## src/holy_core_cfg.svh

```systemverilog
`ifndef HOLY_CORE_CFG_SVH
`define HOLY_CORE_CFG_SVH

// Data and address width
`define HC_XLEN 32

// Architectural registers, x0 included
`define HC_NREGS 32

// First fetch address after reset
`define HC_RESET_PC 32'h0000_0000

`endif

```

## src/holy_core_pkg.sv

```systemverilog
package holy_core_pkg;

    // Supported major opcodes
    typedef enum logic [6:0] {
        OPCODE_R_TYPE       = 7'b0110011,
        OPCODE_I_TYPE_ALU   = 7'b0010011,
        OPCODE_I_TYPE_LOAD  = 7'b0000011,
        OPCODE_S_TYPE       = 7'b0100011,
        OPCODE_B_TYPE       = 7'b1100011,
        OPCODE_U_TYPE_LUI   = 7'b0110111,
        OPCODE_U_TYPE_AUIPC = 7'b0010111,
        OPCODE_J_TYPE       = 7'b1101111,
        OPCODE_J_TYPE_JALR  = 7'b1100111
    } opcode_t;

    // ALU function codes
    localparam logic [2:0] F3_ADD_SUB = 3'b000;
    localparam logic [2:0] F3_SLL     = 3'b001;
    localparam logic [2:0] F3_SLT     = 3'b010;
    localparam logic [2:0] F3_SLTU    = 3'b011;
    localparam logic [2:0] F3_XOR     = 3'b100;
    localparam logic [2:0] F3_SRL_SRA = 3'b101;
    localparam logic [2:0] F3_OR      = 3'b110;
    localparam logic [2:0] F3_AND     = 3'b111;

    // Branch conditions
    localparam logic [2:0] F3_BEQ  = 3'b000;
    localparam logic [2:0] F3_BNE  = 3'b001;
    localparam logic [2:0] F3_BLT  = 3'b100;
    localparam logic [2:0] F3_BGE  = 3'b101;
    localparam logic [2:0] F3_BLTU = 3'b110;
    localparam logic [2:0] F3_BGEU = 3'b111;

    localparam logic [6:0] F7_SLL_SRL = 7'b0000000;
    localparam logic [6:0] F7_SRA     = 7'b0100000;
    localparam logic [6:0] F7_SUB     = 7'b0100000;

    typedef enum logic [1:0] {
        ALU_OP_LOAD_STORE = 2'b00,
        ALU_OP_BRANCHES   = 2'b01,
        ALU_OP_MATH       = 2'b10
    } alu_op_t;

    typedef enum logic [3:0] {
        ALU_ADD  = 4'b0000,
        ALU_SUB  = 4'b0001,
        ALU_AND  = 4'b0010,
        ALU_OR   = 4'b0011,
        ALU_SLL  = 4'b0100,
        ALU_SLT  = 4'b0101,
        ALU_SRL  = 4'b0110,
        ALU_SLTU = 4'b0111,
        ALU_XOR  = 4'b1000,
        ALU_SRA  = 4'b1001,
        ALU_NONE = 4'b1111
    } alu_ctrl_t;

    typedef enum logic [2:0] {
        IMM_I = 3'b000,
        IMM_S = 3'b001,
        IMM_B = 3'b010,
        IMM_J = 3'b011,
        IMM_U = 3'b100
    } imm_src_t;

    typedef enum logic [1:0] {
        WB_ALU  = 2'b00,
        WB_MEM  = 2'b01,
        WB_PC4  = 2'b10,
        WB_ADD2 = 2'b11
    } wb_src_t;

    // Base operand of the second adder
    localparam logic [1:0] SA_PC   = 2'b00;
    localparam logic [1:0] SA_ZERO = 2'b01;
    localparam logic [1:0] SA_RS1  = 2'b10;

    typedef struct packed {
        alu_ctrl_t  alu_control;
        imm_src_t   imm_source;
        logic       mem_write;
        logic       reg_write;
        logic       alu_source;
        wb_src_t    write_back_source;
        logic       pc_source;
        logic [1:0] second_add_source;
    } ctrl_t;

    // Same 32-bit word seen through the different encodings
    typedef union packed {
        struct packed {
            logic [6:0] func7;
            logic [4:0] rs2;
            logic [4:0] rs1;
            logic [2:0] func3;
            logic [4:0] rd;
            opcode_t    op;
        } r_fields;
        struct packed {
            logic [11:0] imm;
            logic [4:0]  rs1;
            logic [2:0]  func3;
            logic [4:0]  rd;
            opcode_t     op;
        } i_fields;
        struct packed {
            logic [19:0] imm;
            logic [4:0]  rd;
            opcode_t     op;
        } u_fields;
        logic [31:0] raw;
    } instr_t;

endpackage

```

## src/control.sv

```systemverilog
`timescale 1ns/10ps

module control (
    input  holy_core_pkg::opcode_t op,
    input  logic [2:0]             func3,
    input  logic [6:0]             func7,
    input  logic                   alu_zero,
    input  logic                   alu_last_bit,
    output holy_core_pkg::ctrl_t   ctrl
);

    import holy_core_pkg::*;

    alu_op_t    alu_op;
    alu_ctrl_t  alu_control;
    imm_src_t   imm_source;
    wb_src_t    write_back_source;
    logic       mem_write;
    logic       reg_write;
    logic       alu_source;
    logic [1:0] second_add_source;
    logic       branch;
    logic       jump;
    logic       take_branch;

    // Main decoder
    always_comb begin
        // Safe defaults, also used for unknown opcodes
        alu_op            = ALU_OP_LOAD_STORE;
        imm_source        = IMM_I;
        mem_write         = 1'b0;
        reg_write         = 1'b0;
        alu_source        = 1'b0;
        write_back_source = WB_ALU;
        second_add_source = SA_PC;
        branch            = 1'b0;
        jump              = 1'b0;
        case (op)
            OPCODE_I_TYPE_LOAD: begin
                reg_write         = 1'b1;
                alu_source        = 1'b1;
                write_back_source = WB_MEM;
            end
            OPCODE_I_TYPE_ALU: begin
                alu_op     = ALU_OP_MATH;
                alu_source = 1'b1;
                // Shift immediates carry a func7 in the upper bits, only a few are legal
                if (func3 == F3_SLL) begin
                    reg_write = (func7 == F7_SLL_SRL);
                end else if (func3 == F3_SRL_SRA) begin
                    reg_write = (func7 == F7_SLL_SRL) || (func7 == F7_SRA);
                end else begin
                    reg_write = 1'b1;
                end
            end
            OPCODE_S_TYPE: begin
                imm_source = IMM_S;
                mem_write  = 1'b1;
                alu_source = 1'b1;
            end
            OPCODE_R_TYPE: begin
                reg_write = 1'b1;
                alu_op    = ALU_OP_MATH;
            end
            OPCODE_B_TYPE: begin
                imm_source = IMM_B;
                alu_op     = ALU_OP_BRANCHES;
                branch     = 1'b1;
            end
            OPCODE_J_TYPE: begin
                reg_write         = 1'b1;
                imm_source        = IMM_J;
                write_back_source = WB_PC4;
                jump              = 1'b1;
            end
            OPCODE_J_TYPE_JALR: begin
                reg_write         = 1'b1;
                write_back_source = WB_PC4;
                second_add_source = SA_RS1;
                jump              = 1'b1;
            end
            OPCODE_U_TYPE_LUI: begin
                reg_write         = 1'b1;
                imm_source        = IMM_U;
                write_back_source = WB_ADD2;
                second_add_source = SA_ZERO;
            end
            OPCODE_U_TYPE_AUIPC: begin
                reg_write         = 1'b1;
                imm_source        = IMM_U;
                write_back_source = WB_ADD2;
            end
            default: begin
            end
        endcase
    end

    // ALU decoder
    always_comb begin
        alu_control = ALU_NONE;
        case (alu_op)
            ALU_OP_LOAD_STORE: alu_control = ALU_ADD;
            ALU_OP_MATH: begin
                case (func3)
                    // addi never subtracts
                    F3_ADD_SUB: begin
                        if (op == OPCODE_R_TYPE && func7 == F7_SUB) begin
                            alu_control = ALU_SUB;
                        end else begin
                            alu_control = ALU_ADD;
                        end
                    end
                    F3_SLL:  alu_control = ALU_SLL;
                    F3_SLT:  alu_control = ALU_SLT;
                    F3_SLTU: alu_control = ALU_SLTU;
                    F3_XOR:  alu_control = ALU_XOR;
                    F3_OR:   alu_control = ALU_OR;
                    F3_AND:  alu_control = ALU_AND;
                    F3_SRL_SRA: begin
                        if (func7 == F7_SRA) begin
                            alu_control = ALU_SRA;
                        end else if (func7 == F7_SLL_SRL) begin
                            alu_control = ALU_SRL;
                        end
                    end
                    default: alu_control = ALU_NONE;
                endcase
            end
            ALU_OP_BRANCHES: begin
                case (func3)
                    F3_BEQ, F3_BNE:   alu_control = ALU_SUB;
                    F3_BLT, F3_BGE:   alu_control = ALU_SLT;
                    F3_BLTU, F3_BGEU: alu_control = ALU_SLTU;
                    default:          alu_control = ALU_NONE;
                endcase
            end
            default: alu_control = ALU_NONE;
        endcase
    end

    // Branch decision from the ALU flags
    always_comb begin
        case (func3)
            F3_BEQ:           take_branch = branch & alu_zero;
            F3_BNE:           take_branch = branch & ~alu_zero;
            F3_BLT, F3_BLTU:  take_branch = branch & alu_last_bit;
            F3_BGE, F3_BGEU:  take_branch = branch & ~alu_last_bit;
            default:          take_branch = 1'b0;
        endcase
    end

    assign ctrl = '{
        alu_control:       alu_control,
        imm_source:        imm_source,
        mem_write:         mem_write,
        reg_write:         reg_write,
        alu_source:        alu_source,
        write_back_source: write_back_source,
        pc_source:         take_branch | jump,
        second_add_source: second_add_source
    };

endmodule

```

## src/alu.sv

```systemverilog
`timescale 1ns/10ps

`include "holy_core_cfg.svh"

module alu (
    input  logic [`HC_XLEN-1:0]      a,
    input  logic [`HC_XLEN-1:0]      b,
    input  holy_core_pkg::alu_ctrl_t alu_control,
    output logic [`HC_XLEN-1:0]      result,
    output logic                     zero,
    output logic                     last_bit
);

    import holy_core_pkg::*;

    // Max shift is 31, so only 5 bits of b count
    logic [4:0] shamt;
    logic       lt_signed;
    logic       lt_unsigned;

    assign shamt       = b[4:0];
    assign lt_signed   = $signed(a) < $signed(b);
    assign lt_unsigned = a < b;

    always_comb begin
        case (alu_control)
            ALU_ADD: begin
                result = a + b;
            end
            ALU_SUB: begin
                result = a - b;
            end
            ALU_AND: begin
                result = a & b;
            end
            ALU_OR: begin
                result = a | b;
            end
            ALU_XOR: begin
                result = a ^ b;
            end
            ALU_SLT: begin
                result = {{(`HC_XLEN-1){1'b0}}, lt_signed};
            end
            ALU_SLTU: begin
                result = {{(`HC_XLEN-1){1'b0}}, lt_unsigned};
            end
            ALU_SLL: begin
                result = a << shamt;
            end
            ALU_SRL: begin
                result = a >> shamt;
            end
            ALU_SRA: begin
                result = $signed(a) >>> shamt;
            end
            default: begin
                result = '0;
            end
        endcase
    end

    // Flags feed the branch logic in control
    assign zero     = (result == '0);
    assign last_bit = result[0];

endmodule

```

## src/regfile.sv

```systemverilog
`timescale 1ns/10ps

`include "holy_core_cfg.svh"

module regfile (
    input  logic                clk,
    input  logic                rst,
    input  logic [4:0]          rs1,
    input  logic [4:0]          rs2,
    input  logic [4:0]          rd,
    input  logic [`HC_XLEN-1:0] wdata,
    input  logic                we,
    output logic [`HC_XLEN-1:0] rdata1,
    output logic [`HC_XLEN-1:0] rdata2
);

    logic [`HC_XLEN-1:0] regs [`HC_NREGS];

    // Writes to x0 are dropped
    always_ff @(posedge clk) begin
        if (rst) begin
            for (int i = 0; i < `HC_NREGS; i++) begin
                regs[i] <= '0;
            end
        end else if (we && rd != 5'd0) begin
            regs[rd] <= wdata;
        end
    end

    // Asynchronous read ports, x0 hardwired to zero
    always_comb begin
        rdata1 = regs[rs1];
        rdata2 = regs[rs2];
        if (rs1 == 5'd0) begin
            rdata1 = '0;
        end
        if (rs2 == 5'd0) begin
            rdata2 = '0;
        end
    end

endmodule

```

## src/imm_extend.sv

```systemverilog
`timescale 1ns/10ps

`include "holy_core_cfg.svh"

module imm_extend (
    input  holy_core_pkg::instr_t   instr,
    input  holy_core_pkg::imm_src_t imm_source,
    output logic [`HC_XLEN-1:0]     imm
);

    import holy_core_pkg::*;

    logic sign;

    // Sign bit sits at bit 31 in every format
    assign sign = instr.raw[31];

    always_comb begin
        case (imm_source)
            IMM_I: begin
                imm = {{(`HC_XLEN-12){sign}}, instr.i_fields.imm};
            end
            IMM_S: begin
                imm = {{(`HC_XLEN-12){sign}}, instr.raw[31:25], instr.raw[11:7]};
            end
            // Branch offsets are in halfwords, bit 0 is implicit
            IMM_B: begin
                imm = {{(`HC_XLEN-12){sign}}, instr.raw[7], instr.raw[30:25],
                       instr.raw[11:8], 1'b0};
            end
            IMM_J: begin
                imm = {{(`HC_XLEN-20){sign}}, instr.raw[19:12], instr.raw[20],
                       instr.raw[30:21], 1'b0};
            end
            // Upper 20 bits, low 12 cleared
            IMM_U: begin
                imm = {instr.u_fields.imm, 12'b0};
            end
            default: begin
                imm = '0;
            end
        endcase
    end

endmodule

```

## src/holy_core.sv

```systemverilog
`timescale 1ns/10ps

`include "holy_core_cfg.svh"

module holy_core (
    input  logic                clk,
    input  logic                rst,
    output logic [`HC_XLEN-1:0] imem_addr,
    input  logic [`HC_XLEN-1:0] imem_data,
    output logic [`HC_XLEN-1:0] dmem_addr,
    output logic [`HC_XLEN-1:0] dmem_wdata,
    output logic                dmem_we,
    input  logic [`HC_XLEN-1:0] dmem_rdata
);

    import holy_core_pkg::*;

    instr_t              instr;
    ctrl_t               ctrl;
    logic [`HC_XLEN-1:0] pc;
    logic [`HC_XLEN-1:0] pc_plus4;
    logic [`HC_XLEN-1:0] pc_next;
    logic [`HC_XLEN-1:0] rs1_data;
    logic [`HC_XLEN-1:0] rs2_data;
    logic [`HC_XLEN-1:0] imm;
    logic [`HC_XLEN-1:0] alu_b;
    logic [`HC_XLEN-1:0] alu_result;
    logic                alu_zero;
    logic                alu_last_bit;
    logic [`HC_XLEN-1:0] add2_base;
    logic [`HC_XLEN-1:0] add2_sum;
    logic [`HC_XLEN-1:0] add2_target;
    logic [`HC_XLEN-1:0] wb_data;

    assign instr = imem_data;

    control u_control (
        .op           (instr.r_fields.op),
        .func3        (instr.r_fields.func3),
        .func7        (instr.r_fields.func7),
        .alu_zero     (alu_zero),
        .alu_last_bit (alu_last_bit),
        .ctrl         (ctrl)
    );

    regfile u_regfile (
        .clk    (clk),
        .rst    (rst),
        .rs1    (instr.r_fields.rs1),
        .rs2    (instr.r_fields.rs2),
        .rd     (instr.r_fields.rd),
        .wdata  (wb_data),
        .we     (ctrl.reg_write),
        .rdata1 (rs1_data),
        .rdata2 (rs2_data)
    );

    imm_extend u_imm_extend (
        .instr      (instr),
        .imm_source (ctrl.imm_source),
        .imm        (imm)
    );

    assign alu_b = ctrl.alu_source ? imm : rs2_data;

    alu u_alu (
        .a           (rs1_data),
        .b           (alu_b),
        .alu_control (ctrl.alu_control),
        .result      (alu_result),
        .zero        (alu_zero),
        .last_bit    (alu_last_bit)
    );

    // Second adder serves branches, jumps, lui and auipc
    always_comb begin
        case (ctrl.second_add_source)
            SA_ZERO: add2_base = '0;
            SA_RS1:  add2_base = rs1_data;
            default: add2_base = pc;
        endcase
    end

    assign add2_sum = add2_base + imm;
    // jalr target has bit 0 cleared
    assign add2_target = (ctrl.second_add_source == SA_RS1) ?
                         {add2_sum[`HC_XLEN-1:1], 1'b0} : add2_sum;

    assign pc_plus4 = pc + `HC_XLEN'd4;

    always_comb begin
        case (ctrl.write_back_source)
            WB_MEM:  wb_data = dmem_rdata;
            WB_PC4:  wb_data = pc_plus4;
            WB_ADD2: wb_data = add2_target;
            default: wb_data = alu_result;
        endcase
    end

    assign pc_next = ctrl.pc_source ? add2_target : pc_plus4;

    always_ff @(posedge clk) begin
        if (rst) begin
            pc <= `HC_RESET_PC;
        end else begin
            pc <= pc_next;
        end
    end

    assign imem_addr  = pc;
    assign dmem_addr  = alu_result;
    assign dmem_wdata = rs2_data;
    assign dmem_we    = ctrl.mem_write;

endmodule

```

## config.mk

```make
export PLATFORM = sky130hd
export DESIGN_NAME = holy_core
export DESIGN_NICKNAME = d
export VERILOG_FILES = /design/src/holy_core_pkg.sv /design/src/control.sv /design/src/alu.sv /design/src/regfile.sv /design/src/imm_extend.sv /design/src/holy_core.sv
export VERILOG_INCLUDE_DIRS = /design/src /design/src/src
export SDC_FILE = /design/constraint.sdc
export NUM_CORES = 2
export LEC_CHECK = 0
export BUFFER_PORTS_ARGS = -buffer_cell sky130_fd_sc_hd__buf_2
export CORE_ASPECT_RATIO = 2
export CORE_MARGIN = 5
export CORE_UTILIZATION = 50
export CTS_CLUSTER_SIZE = 16
export DETAILED_ROUTE_END_ITERATION = 10
export PLACE_DENSITY = 0.74
export SLEW_MARGIN = 20
export SYNTH_ARGS = -nofsm -noshare
export SYNTH_HDL_FRONTEND = slang
export SYNTH_HIERARCHICAL = 1
export SYNTH_SLANG_ARGS = --single-unit
```

## constraint.sdc

```tcl
create_clock -name clk -period 10 [get_ports clk]
set_input_delay 0.5 -clock clk [delete_from_list [all_inputs] [get_ports clk]]
set_output_delay 0.5 -clock clk [all_outputs]
set_load 0.02 [all_outputs]
```

=== Word level (Yosys, flattened, before mapping) ===
Memory sizes are Yosys's and may differ from the RTL's.
Cells that the tools add are included.

* Eq/ne operators: 37
* Add/subtract/negate cells: 4
* Bitwise logic cells: 10
* Shift-type cells: 3
* Order comparisons: 2
* Reduce and logical (&&, ||, !) cells: 23
* Mux-type cells: 35

{| class="wikitable"
|+ Operators by type and width
! operator !! number
|-
| $pmux W32 S10 || 1
|-
| $mux W32 || 5
|-
| $pmux W32 S5 || 1
|-
| $pmux W32 S3 || 1
|-
| $add A32 B32 Y32 || 2
|-
| $lt A32 B32 Y1 || 2
|-
| $pmux W32 S2 || 1
|-
| $add A32 B3 Y32 const B || 1
|-
| $and A32 B32 Y32 || 1
|-
| $logic_not A32 Y1 || 1
|-
| $or A32 B32 Y32 || 1
|-
| $pmux W4 S8 || 1
|-
| $reduce_or A32 Y1 || 1
|-
| $shl A32 B5 Y32 || 1
|-
| $shr A32 B5 Y32 || 1
|-
| $sshr A32 B5 Y32 || 1
|-
| $sub A32 B32 Y32 || 1
|-
| $xor A32 B32 Y32 || 1
|-
| $eq A7 B6 Y1 const B || 4
|-
| $pmux W4 S3 || 2
|-
| $eq A7 B7 Y1 const B || 3
|-
| $eq A4 B3 Y1 const B || 4
|-
| $reduce_or A2 Y1 || 8
|-
| $eq A3 B3 Y1 const B || 5
|-
| 30 further kinds || 64
|}

* Logic and storage cells: 116
* Register bits after elaboration: 32
* Bits in writable memories: 1,024
* Input port bits: 66
* Memories: 1
* Output and inout port bits: 97

{| class="wikitable"
|+ Memories
! name !! words !! bits a word !! rd ports !! clocked after Yosys merged registers in !! wr ports !! line !! RTL
|-
| u_regfile.regs || 32 || 32 || 2 || 0 || 32 || regfile.sv:17 || <nowiki>logic [`HC_XLEN-1:0] regs [`HC_NREGS];</nowiki>
|}

=== Depth between registers and ports, before layout ===
* Depth in word-level cells: 14
* Depth in mapped cells: 36
* Mapped depth without buffers: 28

=== Modules after synthesis ===
The synthesis kept the hierarchy.

{| class="wikitable"
|+ By module, submodules not included
! module !! instances !! area each (um^2) !! seq. area each (um^2) !! cells an instance
|-
| regfile || 1 || 54,232.0 || 30,749.5 || 3,502
|-
| alu || 1 || 9,292.7 || 0.0 || 1,389
|-
| holy_core || 1 || 4,877.2 || 640.6 || 585
|-
| imm_extend || 1 || 494.2 || 0.0 || 73
|-
| control || 1 || 406.6 || 0.0 || 62
|}

=== Worst setup path after synthesis ===
OpenSTA, ideal clock, no wires.

* Kind: input port to flip-flop
* From: input port imem_data[22]
* To: register pc[0], in the netlist imem_addr[0]
* Arrival: 7.903 ns
* Setup time: 0.128 ns
* Data required time: 9.872 ns
* Stages on the path: 33
* Slack: 1.969 ns
* Buffers on the path: 9
* Path through: buf_2 > buf_2 > clkbuf_1 > mux4_2 > mux4_2 > o22ai_1 > nor3_1 > mux2_2 > clkbuf_1 > inv_1 > clkbuf_1 > clkbuf_1 > ha_1 > buf_2 > nor2b_1 > o211ai_1 > a21oi_1 > o21ai_1 > a2111oi_1 > or3_1 > a32oi_1 > or3_1 > or4_1 > nor4_1 > and4b_1 > nand2b_1 > a21oi_1 > a31oi_1 > o31ai_1 > clkbuf_1 > buf_1 > mux2i_1 > nor2_1

{| class="wikitable"
|+ RTL lines
! what !! line !! RTL
|-
| start, declared || holy_core.sv:9 || <nowiki>input logic [`HC_XLEN-1:0] imem_data,</nowiki>
|-
| end signal, assigned || holy_core.sv:104 || <nowiki>pc <= `HC_RESET_PC;</nowiki>
|-
| end signal, assigned || holy_core.sv:106 || <nowiki>pc <= pc_next;</nowiki>
|-
| end, declared || holy_core.sv:20 || <nowiki>logic [`HC_XLEN-1:0] pc;</nowiki>
|}

==> flow_metrics.py <==
metrics = {
    "outcome": {
        "status": "finished, final reports clean",
    },
    "drt": {
        "drc_errors": 0,
        "routedWlPerCell_um": 40.2,
        "initialDrtViolationCount": 7665,
        "first_pass_iters": 8,
        "via_count": 55200,
        "detail_route.wirelength_um": 307000,
        "final_antenna_net_count": 0,
        "viasPerCell": 7.23,
    },
    "yosys": {
        "synthDistinctLibCells": 107,
        "ys_warn_count": 6,
        "mappedNetlistArea_um2": 69300,
        "yosysTopAreaCellShare_pct": 44.4,
        "synth-main-ff-cell": "edfxtp_1",
        "synth_commonest_cells": "edfxtp_1, and2_1, mux4_2, clkbuf_1, nor2_1",
        "avgSynthCellArea_um2": 12.4,
        "synth-async-reset-ratio_pct": 0,
        "yosysTopAreaCell": "edfxtp_1",
        "synth_enable_flop_cells": 1024,
        "yosys.cell_count.top_type": "edfxtp_1",
        "synth_seq_cells": 1056,
        "synthCells": 5611,
        "netlist_top_cells_area": "edfxtp_1, mux4_2, and2_1",
        "ys_seq_area_share_pct": 45.3,
    },
    "clock_tree": {
        "clock-root-buffer": "clkbuf_16",
        "htree_num_levels": 3,
        "clkTransAtPathRegs_ns": 0.06,
        "clock_sinks": 1056,
        "post_cts_resize_count": 0,
        "cts_setup_buffers": 0,
        "numCtsBuffers": 94,
        "clock_latency_ns": 0.71,
        "clockBufferDepth": 3,
        "cts_tree": "yes",
        "cts_hold_buffers": 0,
    },
    "timing": {
        "maxSlewViolCount": 0,
        "period_share_pct": 97.8,
        "finClkSkew_ns": 0.0242,
        "max_freq_ghz": 0.102,
        "setup_viol": 0,
        "tns_ns": 0,
        "min_period_ns": 9.78,
        "tightest_slew_ns": 1.29,
        "rsz0062_at_grt": "no",
        "relSlewSlack_pct": 11.8,
        "hold_viol_final": 0,
    },
    "worst_setup_path": {
        "cp.arrival_ns": 10.32,
        "critPathCaptureType": "flip-flop",
        "reg2reg_slack_ns": 0.93,
        "r2r-start": "u_regfile/regs[31][5]",
        "required_ns": 10.54,
        "critical_path.max_fanout": 19,
        "startpoint_type": "input pin",
        "critPathKind": "input pin to flip-flop",
        "r2r-end": "imem_addr[4]",
        "rr_worst_depth": 26,
    },
    "min_path": {
        "min_from": "rst",
        "min_delay_worst_endpoint": "u_regfile/regs[11][10]",
        "min_path_cells": 2,
        "hold_class": "input pin to flip-flop",
    },
    "global_route": {
        "grtUsageTotal_pct": 41.1,
        "grt-ovfl-total": 0,
        "grt_pass1_wl_um": 424000,
        "antenna_found_initial": 30,
        "grt_pass1_vias": 55500,
        "grt_max_degree": 92,
    },
    "pwr": {
        "ir_worst_vdd_uv": 177,
        "leakagePower_nw": 28.4,
        "powerDensity_nw_per_um2": 168,
    },
    "floorplan": {
        "coreArea_um2": 138000,
        "num_io_pins": 163,
        "initial_core_util_pct": 50.2,
        "rows": 193,
        "die_w_um": 273,
        "die-area_um2": 147000,
        "die_h_um": 537,
    },
    "final_layout": {
        "finalCoreUtilization_pct": 55.4,
        "fillerInstances": 11500,
        "seqCellArea_um2": 31400,
        "final_nets": 5890,
        "area_delta_synth_final_pct": 10.3,
        "multi_input_area_um2": 35400,
        "drive_above_1_share_pct": 24.2,
    },
    "flow_run": {
        "max-cap-violations": 0,
    },
    "placement": {
        "portBuffers": 162,
        "dpl.hpwl_um": 220000,
        "gp_congestion": 1.10,
    },
}
==> per-layer routing <==
metal	wire [um]	GRT usage (%)
met1	89000	41.0
met2	149000	68.5
met3	30100	10.1
met4	38800	40.4
met5	137	0
==> layout by cell type (no fill, tap or decap), types with 32 or more instances in the layout <==
| cell | count |
|---|---|
| mux2_2 | 83 |
| buf_2 | 155 |
| clkbuf_16 | 96 |
| nor2b_1 | 46 |
| a22o_1 | 87 |
| a22oi_1 | 40 |
| nand2_1 | 173 |
| mux4_2 | 518 |
| or2_2 | 50 |
| and2_1 | 1007 |
| nor3_1 | 104 |
| mux2i_1 | 239 |
| nand3_1 | 58 |
| nor2_1 | 217 |
| edfxtp_1 | 1024 |
| a211oi_1 | 48 |
| a2111oi_1 | 42 |
| conb_1 | 32 |
| ha_1 | 130 |
| buf_4 | 317 |
| a21o_1 | 35 |
| o21ai_0 | 100 |
| inv_1 | 118 |
| o22ai_1 | 142 |
| xnor2_1 | 37 |
| a21oi_1 | 173 |
| dfxtp_1 | 32 |
==> worst max-delay path: stages <==
cell and delay (ns):
buf_2 0.65, or3b_2 1.05, buf_4 0.35, o22ai_1 0.12, a2111oi_1 1.00, nor3_1 0.09
buf_4 0.25, mux2_2 0.35, o22ai_1 0.78, or4_1 0.65, a2bb2o_1 0.33, nand2_1 0.10
nor4b_1 0.25, buf_4 0.19, nand4_1 0.07, nor4_1 0.44, buf_4 0.20, nand4b_1 0.39
nor4_1 0.71, and4b_1 0.56, nand2b_1 0.10, a21oi_1 0.15, a31oi_1 0.08, o31ai_4 0.26
inv_1 0.24, buf_12 0.22, nor2_1 0.10, nor3_1 0.06
==> cells by family after synthesis <==
logic type	synth area share, %
buffers and inverters	4.28
AND/OR/NAND/NOR	15.3
adder cells (fa/ha/maj)	2.43
other	0.00541
flip-flops	45.3
AO/OA/AOI/OAI	10.1
XOR/XNOR	0.861
multiplexers	21.8
==> state kept, by name, summed over array words and instances (netlist names) <==
name and flops:
u_regfile/regs 1024, imem_addr 32
==> power by group <==
group / switching (mW) / internal [mW] / leakage [nW] / total, mW
logic: 2.80 / 1.17 / 16.0 / 3.97
registers: 0.0909 / 5.00 / 10.8 / 5.09
clock network: 1.73 / 2.09 / 1.54 / 3.82
==> stage by stage <==
step	hold slack (ns)	worst slack [ns]	area (um2)	instances	power, mW
after detailed placement	0.554	0.134	73100	7444	8.94
after global routing	0.253	0.236	76400	7623	13.1
after global placement	0.569	0.259	73100	7443	8.91
after floorplan	0.604	1.97	69400	5642	7.31
final	0.267	0.215	76500	7641	12.9
after CTS	0.225	0.854	76300	7616	12.7
==> worst max-delay path by stage <==
| stage | start | to | slack [ns] | cells past startpoint |
|---|---|---|---|---|
| floorplan | imem_data[22] | imem_addr[0] | 1.97 | 33 |
| global placement | imem_data[18] | imem_addr[23] | 0.26 | 28 |
| detailed placement | imem_data[18] | imem_addr[19] | 0.13 | 26 |
| CTS | imem_data[18] | imem_addr[19] | 0.85 | 26 |
| global route | imem_data[18] | imem_addr[3] | 0.24 | 27 |
| finish | imem_data[18] | imem_addr[4] | 0.22 | 28 |
==> layout make-up <==
type / instances / area share (%)
Timing Repair Buffer: 497 / 4.73
Antenna cell: 22 / 0.0720
Clock buffer: 106 / 3.19
Sequential cell: 1056 / 41.1
Clock inverter: 66 / 0.982
Tap cell: 1852 / 3.03
Multi-Input combinational cell: 3922 / 46.4
Inverter: 120 / 0.589
Note: power is estimated with default switching activity, not from simulation.
